$ cat config.mk
export PLATFORM = sky130hd
export DESIGN_NAME = decode_stage
export DESIGN_NICKNAME = d
export VERILOG_FILES = /design/src/hw/decode_pkg.sv /design/src/hw/decode_stage.sv /design/src/hw/operand_select.sv /design/src/hw/bypass_unit.sv /design/src/hw/ctrl_decoder.sv
export SDC_FILE = /design/constraint.sdc
export NUM_CORES = 1
export LEC_CHECK = 0
export BUFFER_PORTS_ARGS = -buffer_cell sky130_fd_sc_hd__buf_2
export CORE_AREA = 2 2 185 187
export CTS_BUF_LIST = sky130_fd_sc_hd__clkbuf_16
export DETAILED_ROUTE_END_ITERATION = 8
export DIE_AREA = 0 0 187 189
export GPL_ROUTABILITY_DRIVEN = 1
export PLACE_DENSITY = 0.67
export SLEW_MARGIN = 30
export SYNTH_ARGS = -nofsm -noshare
export SYNTH_HDL_FRONTEND = slang
export SYNTH_SLANG_ARGS = --single-unit
$ cat constraint.sdc
create_clock -name clk_i -period 28.7 [get_ports clk_i]
set_clock_uncertainty 0.15 [all_clocks]
set_input_delay 0 -clock clk_i [delete_from_list [all_inputs] [get_ports clk_i]]
set_output_delay 0 -clock clk_i [all_outputs]
set_load 0.05 [all_outputs]
$ cat src/hw/decode_pkg.sv
package decode_pkg;

    localparam int XLEN     = 32;
    localparam int REG_AW   = 5;
    localparam int NUM_REGS = 1 << REG_AW;

    // Major opcode, inst[6:2]
    typedef enum logic [4:0] {
        OP_LOAD   = 5'b00000,
        OP_ALU_I  = 5'b00100,
        OP_AUIPC  = 5'b00101,
        OP_STORE  = 5'b01000,
        OP_ALU_R  = 5'b01100,
        OP_LUI    = 5'b01101,
        OP_BRANCH = 5'b11000,
        OP_JALR   = 5'b11001,
        OP_JAL    = 5'b11011
    } opcode_e;

    typedef enum logic [3:0] {
        SEL_REG, SEL_SHAMT, SEL_I, SEL_U, SEL_PC, SEL_J, SEL_S, SEL_B, SEL_Z
    } alu_sel_e;

    typedef enum logic [1:0] {WB_NONE, WB_ALU, WB_PC_NEXT, WB_MEM} wb_sel_e;
    typedef enum logic [1:0] {CMP_NONE, CMP_ALWAYS, CMP_COMPARE} cmp_op_e;
    typedef enum logic [1:0] {MEM_NONE, MEM_LD, MEM_ST} mem_op_e;
    typedef enum logic {PC_SEQ, PC_BRANCH} pc_sel_e;

    // Instruction formats, all 32 bits wide
    typedef struct packed {
        logic [6:0]        funct7;
        logic [REG_AW-1:0] rs2;
        logic [REG_AW-1:0] rs1;
        logic [2:0]        funct3;
        logic [REG_AW-1:0] rd;
        opcode_e           opcode;
        logic [1:0]        len;
    } r_fmt_t;

    typedef struct packed {
        logic [11:0]       imm;
        logic [REG_AW-1:0] rs1;
        logic [2:0]        funct3;
        logic [REG_AW-1:0] rd;
        opcode_e           opcode;
        logic [1:0]        len;
    } i_fmt_t;

    typedef struct packed {
        logic [6:0]        imm_hi;
        logic [REG_AW-1:0] rs2;
        logic [REG_AW-1:0] rs1;
        logic [2:0]        funct3;
        logic [4:0]        imm_lo;
        opcode_e           opcode;
        logic [1:0]        len;
    } s_fmt_t;

    typedef struct packed {
        logic              imm12;
        logic [5:0]        imm10_5;
        logic [REG_AW-1:0] rs2;
        logic [REG_AW-1:0] rs1;
        logic [2:0]        funct3;
        logic [3:0]        imm4_1;
        logic              imm11;
        opcode_e           opcode;
        logic [1:0]        len;
    } b_fmt_t;

    typedef struct packed {
        logic [19:0]       imm;
        logic [REG_AW-1:0] rd;
        opcode_e           opcode;
        logic [1:0]        len;
    } u_fmt_t;

    typedef struct packed {
        logic              imm20;
        logic [9:0]        imm10_1;
        logic              imm11;
        logic [7:0]        imm19_12;
        logic [REG_AW-1:0] rd;
        opcode_e           opcode;
        logic [1:0]        len;
    } j_fmt_t;

    typedef union packed {
        r_fmt_t r;
        i_fmt_t i;
        s_fmt_t s;
        b_fmt_t b;
        u_fmt_t u;
        j_fmt_t j;
    } inst_u;

    typedef struct packed {
        logic [3:0]        alu_op;
        alu_sel_e          alu_num1_sel;
        alu_sel_e          alu_num2_sel;
        wb_sel_e           wb_sel;
        logic [REG_AW-1:0] wb_reg;
        pc_sel_e           pc_sel;
        cmp_op_e           cmp_op;
        logic [2:0]        cmp_funct;
        mem_op_e           mem_op;
        logic [2:0]        mem_funct;
        logic              rs1_req;
        logic              rs2_req;
    } decode_ctrl_t;

    typedef struct packed {
        inst_u           inst;
        logic [XLEN-1:0] pc;
        decode_ctrl_t    ctrl;
    } id_entry_t;

    // Result bus from one producing stage
    typedef struct packed {
        logic [REG_AW-1:0] dst;
        logic [XLEN-1:0]   data;
        logic              data_valid;
    } fwd_src_t;

    typedef struct packed {
        decode_ctrl_t    ctrl;
        logic [XLEN-1:0] pc;
        logic [XLEN-1:0] alu_num1;
        logic [XLEN-1:0] alu_num2;
        logic [XLEN-1:0] rs1_data;  // Compare operand 1
        logic [XLEN-1:0] rs2_data;  // Compare operand 2, store data
    } issue_t;

endpackage
$ cat src/hw/decode_stage.sv
`timescale 1ns/1ps

module decode_stage import decode_pkg::*; (
    input  logic                clk_i,
    input  logic                rst_n_i,

    input  logic                in_valid_i,
    output logic                in_ready_o,
    input  inst_u               inst_i,
    input  logic [XLEN-1:0]     pc_i,

    output logic [REG_AW-1:0]   reg_raddr1_o,
    output logic [REG_AW-1:0]   reg_raddr2_o,
    input  logic [XLEN-1:0]     reg_rdata1_i,
    input  logic [XLEN-1:0]     reg_rdata2_i,

    input  fwd_src_t            ex_fwd_i,
    input  fwd_src_t            mem1_fwd_i,
    input  fwd_src_t            mem2_fwd_i,
    input  logic [NUM_REGS-1:1] onfly_mask_i,

    output logic                out_valid_o,
    input  logic                out_ready_i,
    output issue_t              issue_o
);

    decode_ctrl_t    dec_ctrl;
    id_entry_t       id_q;
    logic            id_valid_q;
    issue_t          issue_q;
    logic            out_valid_q;

    logic [XLEN-1:0] rs1_data;
    logic [XLEN-1:0] rs2_data;
    logic [XLEN-1:0] alu_num1;
    logic [XLEN-1:0] alu_num2;
    logic            rs1_stall;
    logic            rs2_stall;
    logic            out_free;
    logic            id_advance;

    ctrl_decoder u_ctrl_decoder (
        .inst_i (inst_i),
        .ctrl_o (dec_ctrl)
    );

    assign reg_raddr1_o = id_q.inst.r.rs1;
    assign reg_raddr2_o = id_q.inst.r.rs2;

    bypass_unit u_bypass_rs1 (
        .rs_i         (id_q.inst.r.rs1),
        .req_i        (id_q.ctrl.rs1_req),
        .ex_i         (ex_fwd_i),
        .mem1_i       (mem1_fwd_i),
        .mem2_i       (mem2_fwd_i),
        .reg_rdata_i  (reg_rdata1_i),
        .onfly_mask_i (onfly_mask_i),
        .data_o       (rs1_data),
        .stall_o      (rs1_stall)
    );

    bypass_unit u_bypass_rs2 (
        .rs_i         (id_q.inst.r.rs2),
        .req_i        (id_q.ctrl.rs2_req),
        .ex_i         (ex_fwd_i),
        .mem1_i       (mem1_fwd_i),
        .mem2_i       (mem2_fwd_i),
        .reg_rdata_i  (reg_rdata2_i),
        .onfly_mask_i (onfly_mask_i),
        .data_o       (rs2_data),
        .stall_o      (rs2_stall)
    );

    operand_select u_operand_select (
        .inst_i     (id_q.inst),
        .pc_i       (id_q.pc),
        .num1_sel_i (id_q.ctrl.alu_num1_sel),
        .num2_sel_i (id_q.ctrl.alu_num2_sel),
        .rs1_data_i (rs1_data),
        .rs2_data_i (rs2_data),
        .alu_num1_o (alu_num1),
        .alu_num2_o (alu_num2)
    );

    assign out_free   = ~out_valid_q | out_ready_i;  // Output register empty or draining
    assign id_advance = id_valid_q & ~(rs1_stall | rs2_stall) & out_free;
    assign in_ready_o = ~id_valid_q | id_advance;

    always_ff @(posedge clk_i or negedge rst_n_i) begin
        if (!rst_n_i) begin
            id_valid_q  <= 1'b0;
            out_valid_q <= 1'b0;
        end else begin
            if (in_ready_o) begin
                id_valid_q <= in_valid_i;
            end
            if (out_free) begin
                out_valid_q <= id_advance;
            end
        end
    end

    always_ff @(posedge clk_i) begin
        if (in_valid_i && in_ready_o) begin
            id_q <= '{inst: inst_i, pc: pc_i, ctrl: dec_ctrl};
        end
        if (id_advance) begin
            issue_q <= '{ctrl: id_q.ctrl, pc: id_q.pc, alu_num1: alu_num1,
                         alu_num2: alu_num2, rs1_data: rs1_data, rs2_data: rs2_data};
        end
    end

    assign out_valid_o = out_valid_q;
    assign issue_o     = issue_q;

endmodule

$ cat src/hw/operand_select.sv
`timescale 1ns/1ps

module operand_select import decode_pkg::*; (
    input  inst_u           inst_i,
    input  logic [XLEN-1:0] pc_i,
    input  alu_sel_e        num1_sel_i,
    input  alu_sel_e        num2_sel_i,
    input  logic [XLEN-1:0] rs1_data_i,
    input  logic [XLEN-1:0] rs2_data_i,
    output logic [XLEN-1:0] alu_num1_o,
    output logic [XLEN-1:0] alu_num2_o
);

    logic [XLEN-1:0] imm_i;
    logic [XLEN-1:0] imm_s;
    logic [XLEN-1:0] imm_b;
    logic [XLEN-1:0] imm_u;
    logic [XLEN-1:0] imm_j;
    logic [XLEN-1:0] shamt;

    assign imm_i = {{20{inst_i.i.imm[11]}}, inst_i.i.imm};
    assign imm_s = {{20{inst_i.s.imm_hi[6]}}, inst_i.s.imm_hi, inst_i.s.imm_lo};
    assign imm_b = {{20{inst_i.b.imm12}}, inst_i.b.imm11, inst_i.b.imm10_5,
                    inst_i.b.imm4_1, 1'b0};
    assign imm_u = {inst_i.u.imm, 12'b0};
    assign imm_j = {{12{inst_i.j.imm20}}, inst_i.j.imm19_12, inst_i.j.imm11,
                    inst_i.j.imm10_1, 1'b0};
    assign shamt = {27'b0, inst_i.r.rs2};  // Shift amount sits in the rs2 field

    // Same source table for both operands, only REG differs
    function automatic logic [XLEN-1:0] pick(alu_sel_e sel, logic [XLEN-1:0] reg_data);
        logic [XLEN-1:0] res;
        case (sel)
            SEL_REG:   res = reg_data;
            SEL_SHAMT: res = shamt;
            SEL_I:     res = imm_i;
            SEL_U:     res = imm_u;
            SEL_PC:    res = pc_i;
            SEL_J:     res = imm_j;
            SEL_S:     res = imm_s;
            SEL_B:     res = imm_b;
            default:   res = '0;
        endcase
        return res;
    endfunction

    always_comb begin
        alu_num1_o = pick(num1_sel_i, rs1_data_i);
        alu_num2_o = pick(num2_sel_i, rs2_data_i);
    end

endmodule

$ cat src/hw/bypass_unit.sv
`timescale 1ns/1ps

module bypass_unit import decode_pkg::*; (
    input  logic [REG_AW-1:0]   rs_i,
    input  logic                req_i,
    input  fwd_src_t            ex_i,
    input  fwd_src_t            mem1_i,
    input  fwd_src_t            mem2_i,
    input  logic [XLEN-1:0]     reg_rdata_i,
    input  logic [NUM_REGS-1:1] onfly_mask_i,
    output logic [XLEN-1:0]     data_o,
    output logic                stall_o
);

    // Candidates: [0] x0, [1] EX, [2] MEM1, [3] MEM2, [4] register file
    logic [4:0]          hit;
    logic [4:0]          sel;
    logic [NUM_REGS-1:0] onfly_full;
    logic                hazard;

    assign hit = {1'b1,
                  rs_i == mem2_i.dst,
                  rs_i == mem1_i.dst,
                  rs_i == ex_i.dst,
                  rs_i == '0};

    assign sel        = hit & ~(hit - 5'd1);  // Lowest set bit wins
    assign onfly_full = {onfly_mask_i, 1'b0};

    always_comb begin
        data_o = '0;
        hazard = 1'b0;
        unique case (1'b1)
            sel[0]: data_o = '0;
            sel[1]: begin
                data_o = ex_i.data;
                hazard = ~ex_i.data_valid;
            end
            sel[2]: begin
                data_o = mem1_i.data;
                hazard = ~mem1_i.data_valid;
            end
            sel[3]: begin
                data_o = mem2_i.data;
                hazard = ~mem2_i.data_valid;
            end
            sel[4]: begin
                data_o = reg_rdata_i;
                hazard = onfly_full[rs_i];  // Write pending past MEM2
            end
            default: begin
            end
        endcase
    end

    assign stall_o = req_i & hazard;

endmodule

$ cat src/hw/ctrl_decoder.sv
`timescale 1ns/1ps

module ctrl_decoder import decode_pkg::*; (
    input  inst_u        inst_i,
    output decode_ctrl_t ctrl_o
);

    always_comb begin
        ctrl_o              = '0;
        ctrl_o.alu_num1_sel = SEL_Z;
        ctrl_o.alu_num2_sel = SEL_Z;
        ctrl_o.wb_sel       = WB_NONE;
        ctrl_o.wb_reg       = inst_i.r.rd;
        ctrl_o.pc_sel       = PC_SEQ;
        ctrl_o.cmp_op       = CMP_NONE;
        ctrl_o.mem_op       = MEM_NONE;

        case (inst_i.r.opcode)
            OP_ALU_R: begin
                // Only the base integer encodings carry an op
                if (inst_i.r.funct7 == 7'b0000000 || inst_i.r.funct7 == 7'b0100000) begin
                    ctrl_o.alu_op = {inst_i.r.funct7[5], inst_i.r.funct3};
                end
                ctrl_o.alu_num1_sel = SEL_REG;
                ctrl_o.alu_num2_sel = SEL_REG;
                ctrl_o.wb_sel       = WB_ALU;
                ctrl_o.rs1_req      = 1'b1;
                ctrl_o.rs2_req      = 1'b1;
            end
            OP_ALU_I: begin
                ctrl_o.alu_num1_sel = SEL_REG;
                ctrl_o.wb_sel       = WB_ALU;
                ctrl_o.rs1_req      = 1'b1;
                if (inst_i.r.funct3 == 3'b101) begin  // SRLI/SRAI
                    ctrl_o.alu_op       = {inst_i.r.funct7[5], inst_i.r.funct3};
                    ctrl_o.alu_num2_sel = SEL_SHAMT;
                end else begin
                    ctrl_o.alu_op       = {1'b0, inst_i.r.funct3};
                    ctrl_o.alu_num2_sel = SEL_I;
                end
            end
            OP_LUI: begin
                ctrl_o.alu_num2_sel = SEL_U;  // Zero plus upper immediate
                ctrl_o.wb_sel       = WB_ALU;
            end
            OP_AUIPC: begin
                ctrl_o.alu_num1_sel = SEL_PC;
                ctrl_o.alu_num2_sel = SEL_U;
                ctrl_o.wb_sel       = WB_ALU;
            end
            OP_JAL: begin
                ctrl_o.alu_num1_sel = SEL_PC;
                ctrl_o.alu_num2_sel = SEL_J;
                ctrl_o.wb_sel       = WB_PC_NEXT;
                ctrl_o.pc_sel       = PC_BRANCH;
                ctrl_o.cmp_op       = CMP_ALWAYS;
            end
            OP_JALR: begin
                ctrl_o.alu_num1_sel = SEL_REG;
                ctrl_o.alu_num2_sel = SEL_I;
                ctrl_o.wb_sel       = WB_PC_NEXT;
                ctrl_o.pc_sel       = PC_BRANCH;
                ctrl_o.cmp_op       = CMP_ALWAYS;
                ctrl_o.rs1_req      = 1'b1;
            end
            OP_BRANCH: begin
                ctrl_o.alu_num1_sel = SEL_PC;  // Target address
                ctrl_o.alu_num2_sel = SEL_B;
                ctrl_o.wb_reg       = '0;
                ctrl_o.pc_sel       = PC_BRANCH;
                ctrl_o.cmp_op       = CMP_COMPARE;
                ctrl_o.cmp_funct    = inst_i.r.funct3;
                ctrl_o.rs1_req      = 1'b1;
                ctrl_o.rs2_req      = 1'b1;
            end
            OP_LOAD: begin
                ctrl_o.alu_num1_sel = SEL_REG;
                ctrl_o.alu_num2_sel = SEL_I;
                ctrl_o.wb_sel       = WB_MEM;
                ctrl_o.mem_op       = MEM_LD;
                ctrl_o.mem_funct    = inst_i.r.funct3;
                ctrl_o.rs1_req      = 1'b1;
            end
            OP_STORE: begin
                ctrl_o.alu_num1_sel = SEL_REG;
                ctrl_o.alu_num2_sel = SEL_S;
                ctrl_o.wb_reg       = '0;
                ctrl_o.mem_op       = MEM_ST;
                ctrl_o.mem_funct    = inst_i.r.funct3;
                ctrl_o.rs1_req      = 1'b1;
                ctrl_o.rs2_req      = 1'b1;  // Store data
            end
            default: begin
            end
        endcase
    end

endmodule

==> impl_metrics.toml <==
[sta]
timing.final.ws_setup_ps = 23740
count_of_final_hold_check_violations = 0
setup_tns_ps = 0
number_of_setup_violations_in_the_final_report = 0
report.final.slew_viol_count = 0
fmax_mhz = 201.4
layout_min_cycle_time_ps = 4964
rsz0062_at_grt = "false"
fin_hold_ws_ps = 15.70
slew_headroom = 0.3951
period_share = 0.1730
max_slew.worst_pin.slew_ps = 893.3

[route]
drt_iter0_markers = 1292
wire_per_inst_um = 22.84
postRouteWirelength_um = 52470
post_drt_via_cell_ratio = 5.461
first_pass_iters = 6
num_vias = 12545
drt_drc_violations_left = 0
number_of_nets_still_failing_antenna_checks_after_routing = 0

[yosys]
synth_compound_area_frac = 0.1225
yosysSeqAreaShare = 0.6294
yosys_register_bits = 279
muxShareOfSynthArea = 0.07576
synth_fa_ha_area_frac = 0
async_reset_ff_frac = 0.007168
synth_top_cells_by_count = "edfxtp_1, nand2_1, nor2_1"
synthDominantAreaCellType = "edfxtp_1"
yosysMostFrequentCell = "edfxtp_1"
synth_top_flop_cell = "edfxtp_1"
synthesis.instances = 1109
area_fraction_in_and_or_nand_and_nor_cells_after_synthesis = 0.1167
synthesis.area_per_instance_um2 = 11.99
synth_top_family_by_area = "compound AO/OA/AOI/OAI gates"
synth.top_cells.by_area = "edfxtp_1, mux2i_1, nand2_1, a21oi_1, nor2_1"
synthesis.area_mm2 = 0.01330
netlist.area_leader.share = 0.6256
synth-xor-area-share = 0.02174
yosysWarningCount = 0
synth_cell_type_count = 60
synth_enable_flop_cells = 277

[global_route]
initial_antenna_violation_count = 8
track_usage = 0.2880
aggregate_global_routing_overflow = 0
grt_first_pass_wirelength_um = 77380
number_of_global_route_vias_before_repair = 12866
grt_start_max_net_pins = 186

[placement]
detailedPlacementHpwl_um = 34760
dp_worst_setup_slack_ps = 23760
place.gp.congestion = 0.8767
quantity_of_i_o_buffers_inserted_on_ports = 476

[pwr]
clkPwrFrac = 0.168
power_per_cell_area_mw_per_mm2 = 115.3
netSwitchingPower_w = 0.001087
p_seq_frac = 0.350
intPower_w = 0.001205
power_leakage_nw = 8.346
p_total_w = 0.002293
vdd_ir_drop_max_mv = 0.08685
power_switching_share = 0.4742
power.combinational.fraction = 0.482

[worst_setup_path]
register_to_register_path_depth = 9
worstSetupPathType = "reg -> reg"
worst_setup_path_start_kind = "flip-flop"
arrival_ps = 5010
regToRegEndpoint = "issue_o[62]"
register_to_register_path_setup_slack_ps = 23740
endpoint_kind = "flip-flop"
path_max_fanout = 118
ff_to_ff_start = "reg_raddr2_o[0]"
critical_path_required_ps = 28740

[min_path]
hold_path_class = "in -> reg"
hold_path_startpoint = "pc_i[8]"
hold_depth = 2
terminating_pin_of_the_worst_hold_path = "id_q[40]"

[floorplanning]
coreArea_mm2 = 0.03328
placementRows = 67
initial_utilization = 0.3995
die_y_um = 189
die_width_um = 187
design.die.area_mm2 = 0.03534
io-pin-count = 481

[flow_run]
cap_viol_max_count = 0

[clocking]
clock-root-buffer = "clkbuf_16"
cts-htree-levels = 1
numCtsBuffers = 31
clock_path_buffers = 3
clkTransAtPathRegs_ps = 70
post_cts_resize_count = 0
worstSkewPairLatency_ps = 570
cts_sinks = 279
tritoncts_clock_tree = "done"
cts.hold.buffers_added = 265
post_cts.repair.setup_buffers = 0

[cells_and_area]
design.final.nets = 2096
final_layout_size_suffix_gt1_frac = 0.3100
area.growth.synth_to_final_pct = 49.56

[status]
run_status = "completed"
power groups by stage:
stage | Clock (W) | Combinational, W | Sequential, W
after floorplan | 0 | 0.000279 | 0.00133
after global placement | 0 | 0.00101 | 0.000807
after detailed placement | 0 | 0.00102 | 0.000810
after CTS | 0.000390 | 0.00109 | 0.000805
after global routing | 0.000408 | 0.00115 | 0.000819
final | 0.000385 | 0.00110 | 0.000803
stage by stage:
stage                 util  instances  area, um2
floorplan                -       1110      13300
global placement    0.4830       1963      16070
detailed placement  0.4859       1966      16170
CTS                 0.5948       2287      19800
global route        0.5973       2295      19880
finish              0.5975       2297      19880
sequential cells by signal, indices dropped and copies added (netlist names):
signal / flops
id_q: 77
reg_raddr2_o: 5
out_valid_o: 1
id_valid_q: 1
issue_o: 190
reg_raddr1_o: 5
worst max-delay path, stage by stage (launching register included):
cell and delay, ps:
edfxtp_1 700, buf_4 370, xnor2_1 200, nand3_4 620, nor3b_1 400, o211ai_1 180
o311ai_1 290, nor3_2 620, buf_12 410, buf_16 440
how the worst max path moves through the flow:
stage | slack (ps) | to | start
after detailed placement | 23760 | id_q[55] | reg_raddr2_o[0]
after global routing | 23480 | issue_o[60] | reg_raddr2_o[0]
final | 23740 | issue_o[62] | reg_raddr2_o[0]
after floorplan | 12840 | issue_o[0] | reg_raddr2_o[0]
after CTS | 23760 | id_q[60] | reg_raddr2_o[0]
after global placement | 23300 | id_q[55] | reg_raddr2_o[0]
kinds of logic after synthesis:
family,after synthesis
and+or+nand+nor,354
DFF,279
AOI/OAI and AO/OA,251
buffers and inverters,96
muxes,95
xor gates and xnor gates,33
other,1
layout make-up:
cell class,count,area (um2)
Antenna cell,7,17.52
Clock buffer,31,775.7
Clock inverter,25,196.4
Fill cell,2671,13400
Inverter,8,30.03
Multi-Input combinational cell,735,4608
Sequential cell,279,8368
Tap cell,448,560.5
Timing Repair Buffer,764,5328
routing by layer:
| metal | GRT usage | routed length [um] | up-vias |
|---|---|---|---|
| li1 | - | - | 5567 |
| met1 | 0.3563 | 20070 | 6052 |
| met2 | 0.4913 | 25310 | 789 |
| met3 | 0.06154 | 4898 | 137 |
| met4 | 0.1197 | 2195 | 0 |
| met5 | 0 | 0 | - |
cell usage in the layout (no fill, tap or decap), types with 4 or more instances in the layout:
| master | instances |
|---|---|
| buf_2 | 476 |
| edfxtp_1 | 277 |
| dlygate4sd3_1 | 265 |
| nand2_1 | 144 |
| nor2_1 | 115 |
| a21oi_1 | 106 |
| mux2i_1 | 86 |
| a211oi_1 | 34 |
| o21ai_1 | 32 |
| a221o_1 | 32 |
| clkbuf_16 | 31 |
| xor2_1 | 19 |
| nand3_1 | 18 |
| buf_4 | 16 |
| xnor2_1 | 14 |
| and2_1 | 12 |
| inv_1 | 11 |
| nor3_1 | 10 |
| nor2b_1 | 10 |
| a222oi_1 | 10 |
| o21ai_0 | 8 |
| clkinv_1 | 8 |
| diode_2 | 7 |
| nand2b_1 | 7 |
| o22ai_1 | 6 |
| clkinv_2 | 6 |
| mux2_2 | 5 |
| buf_16 | 5 |
| and3_1 | 4 |
Note: power is estimated with default switching activity, not from simulation.
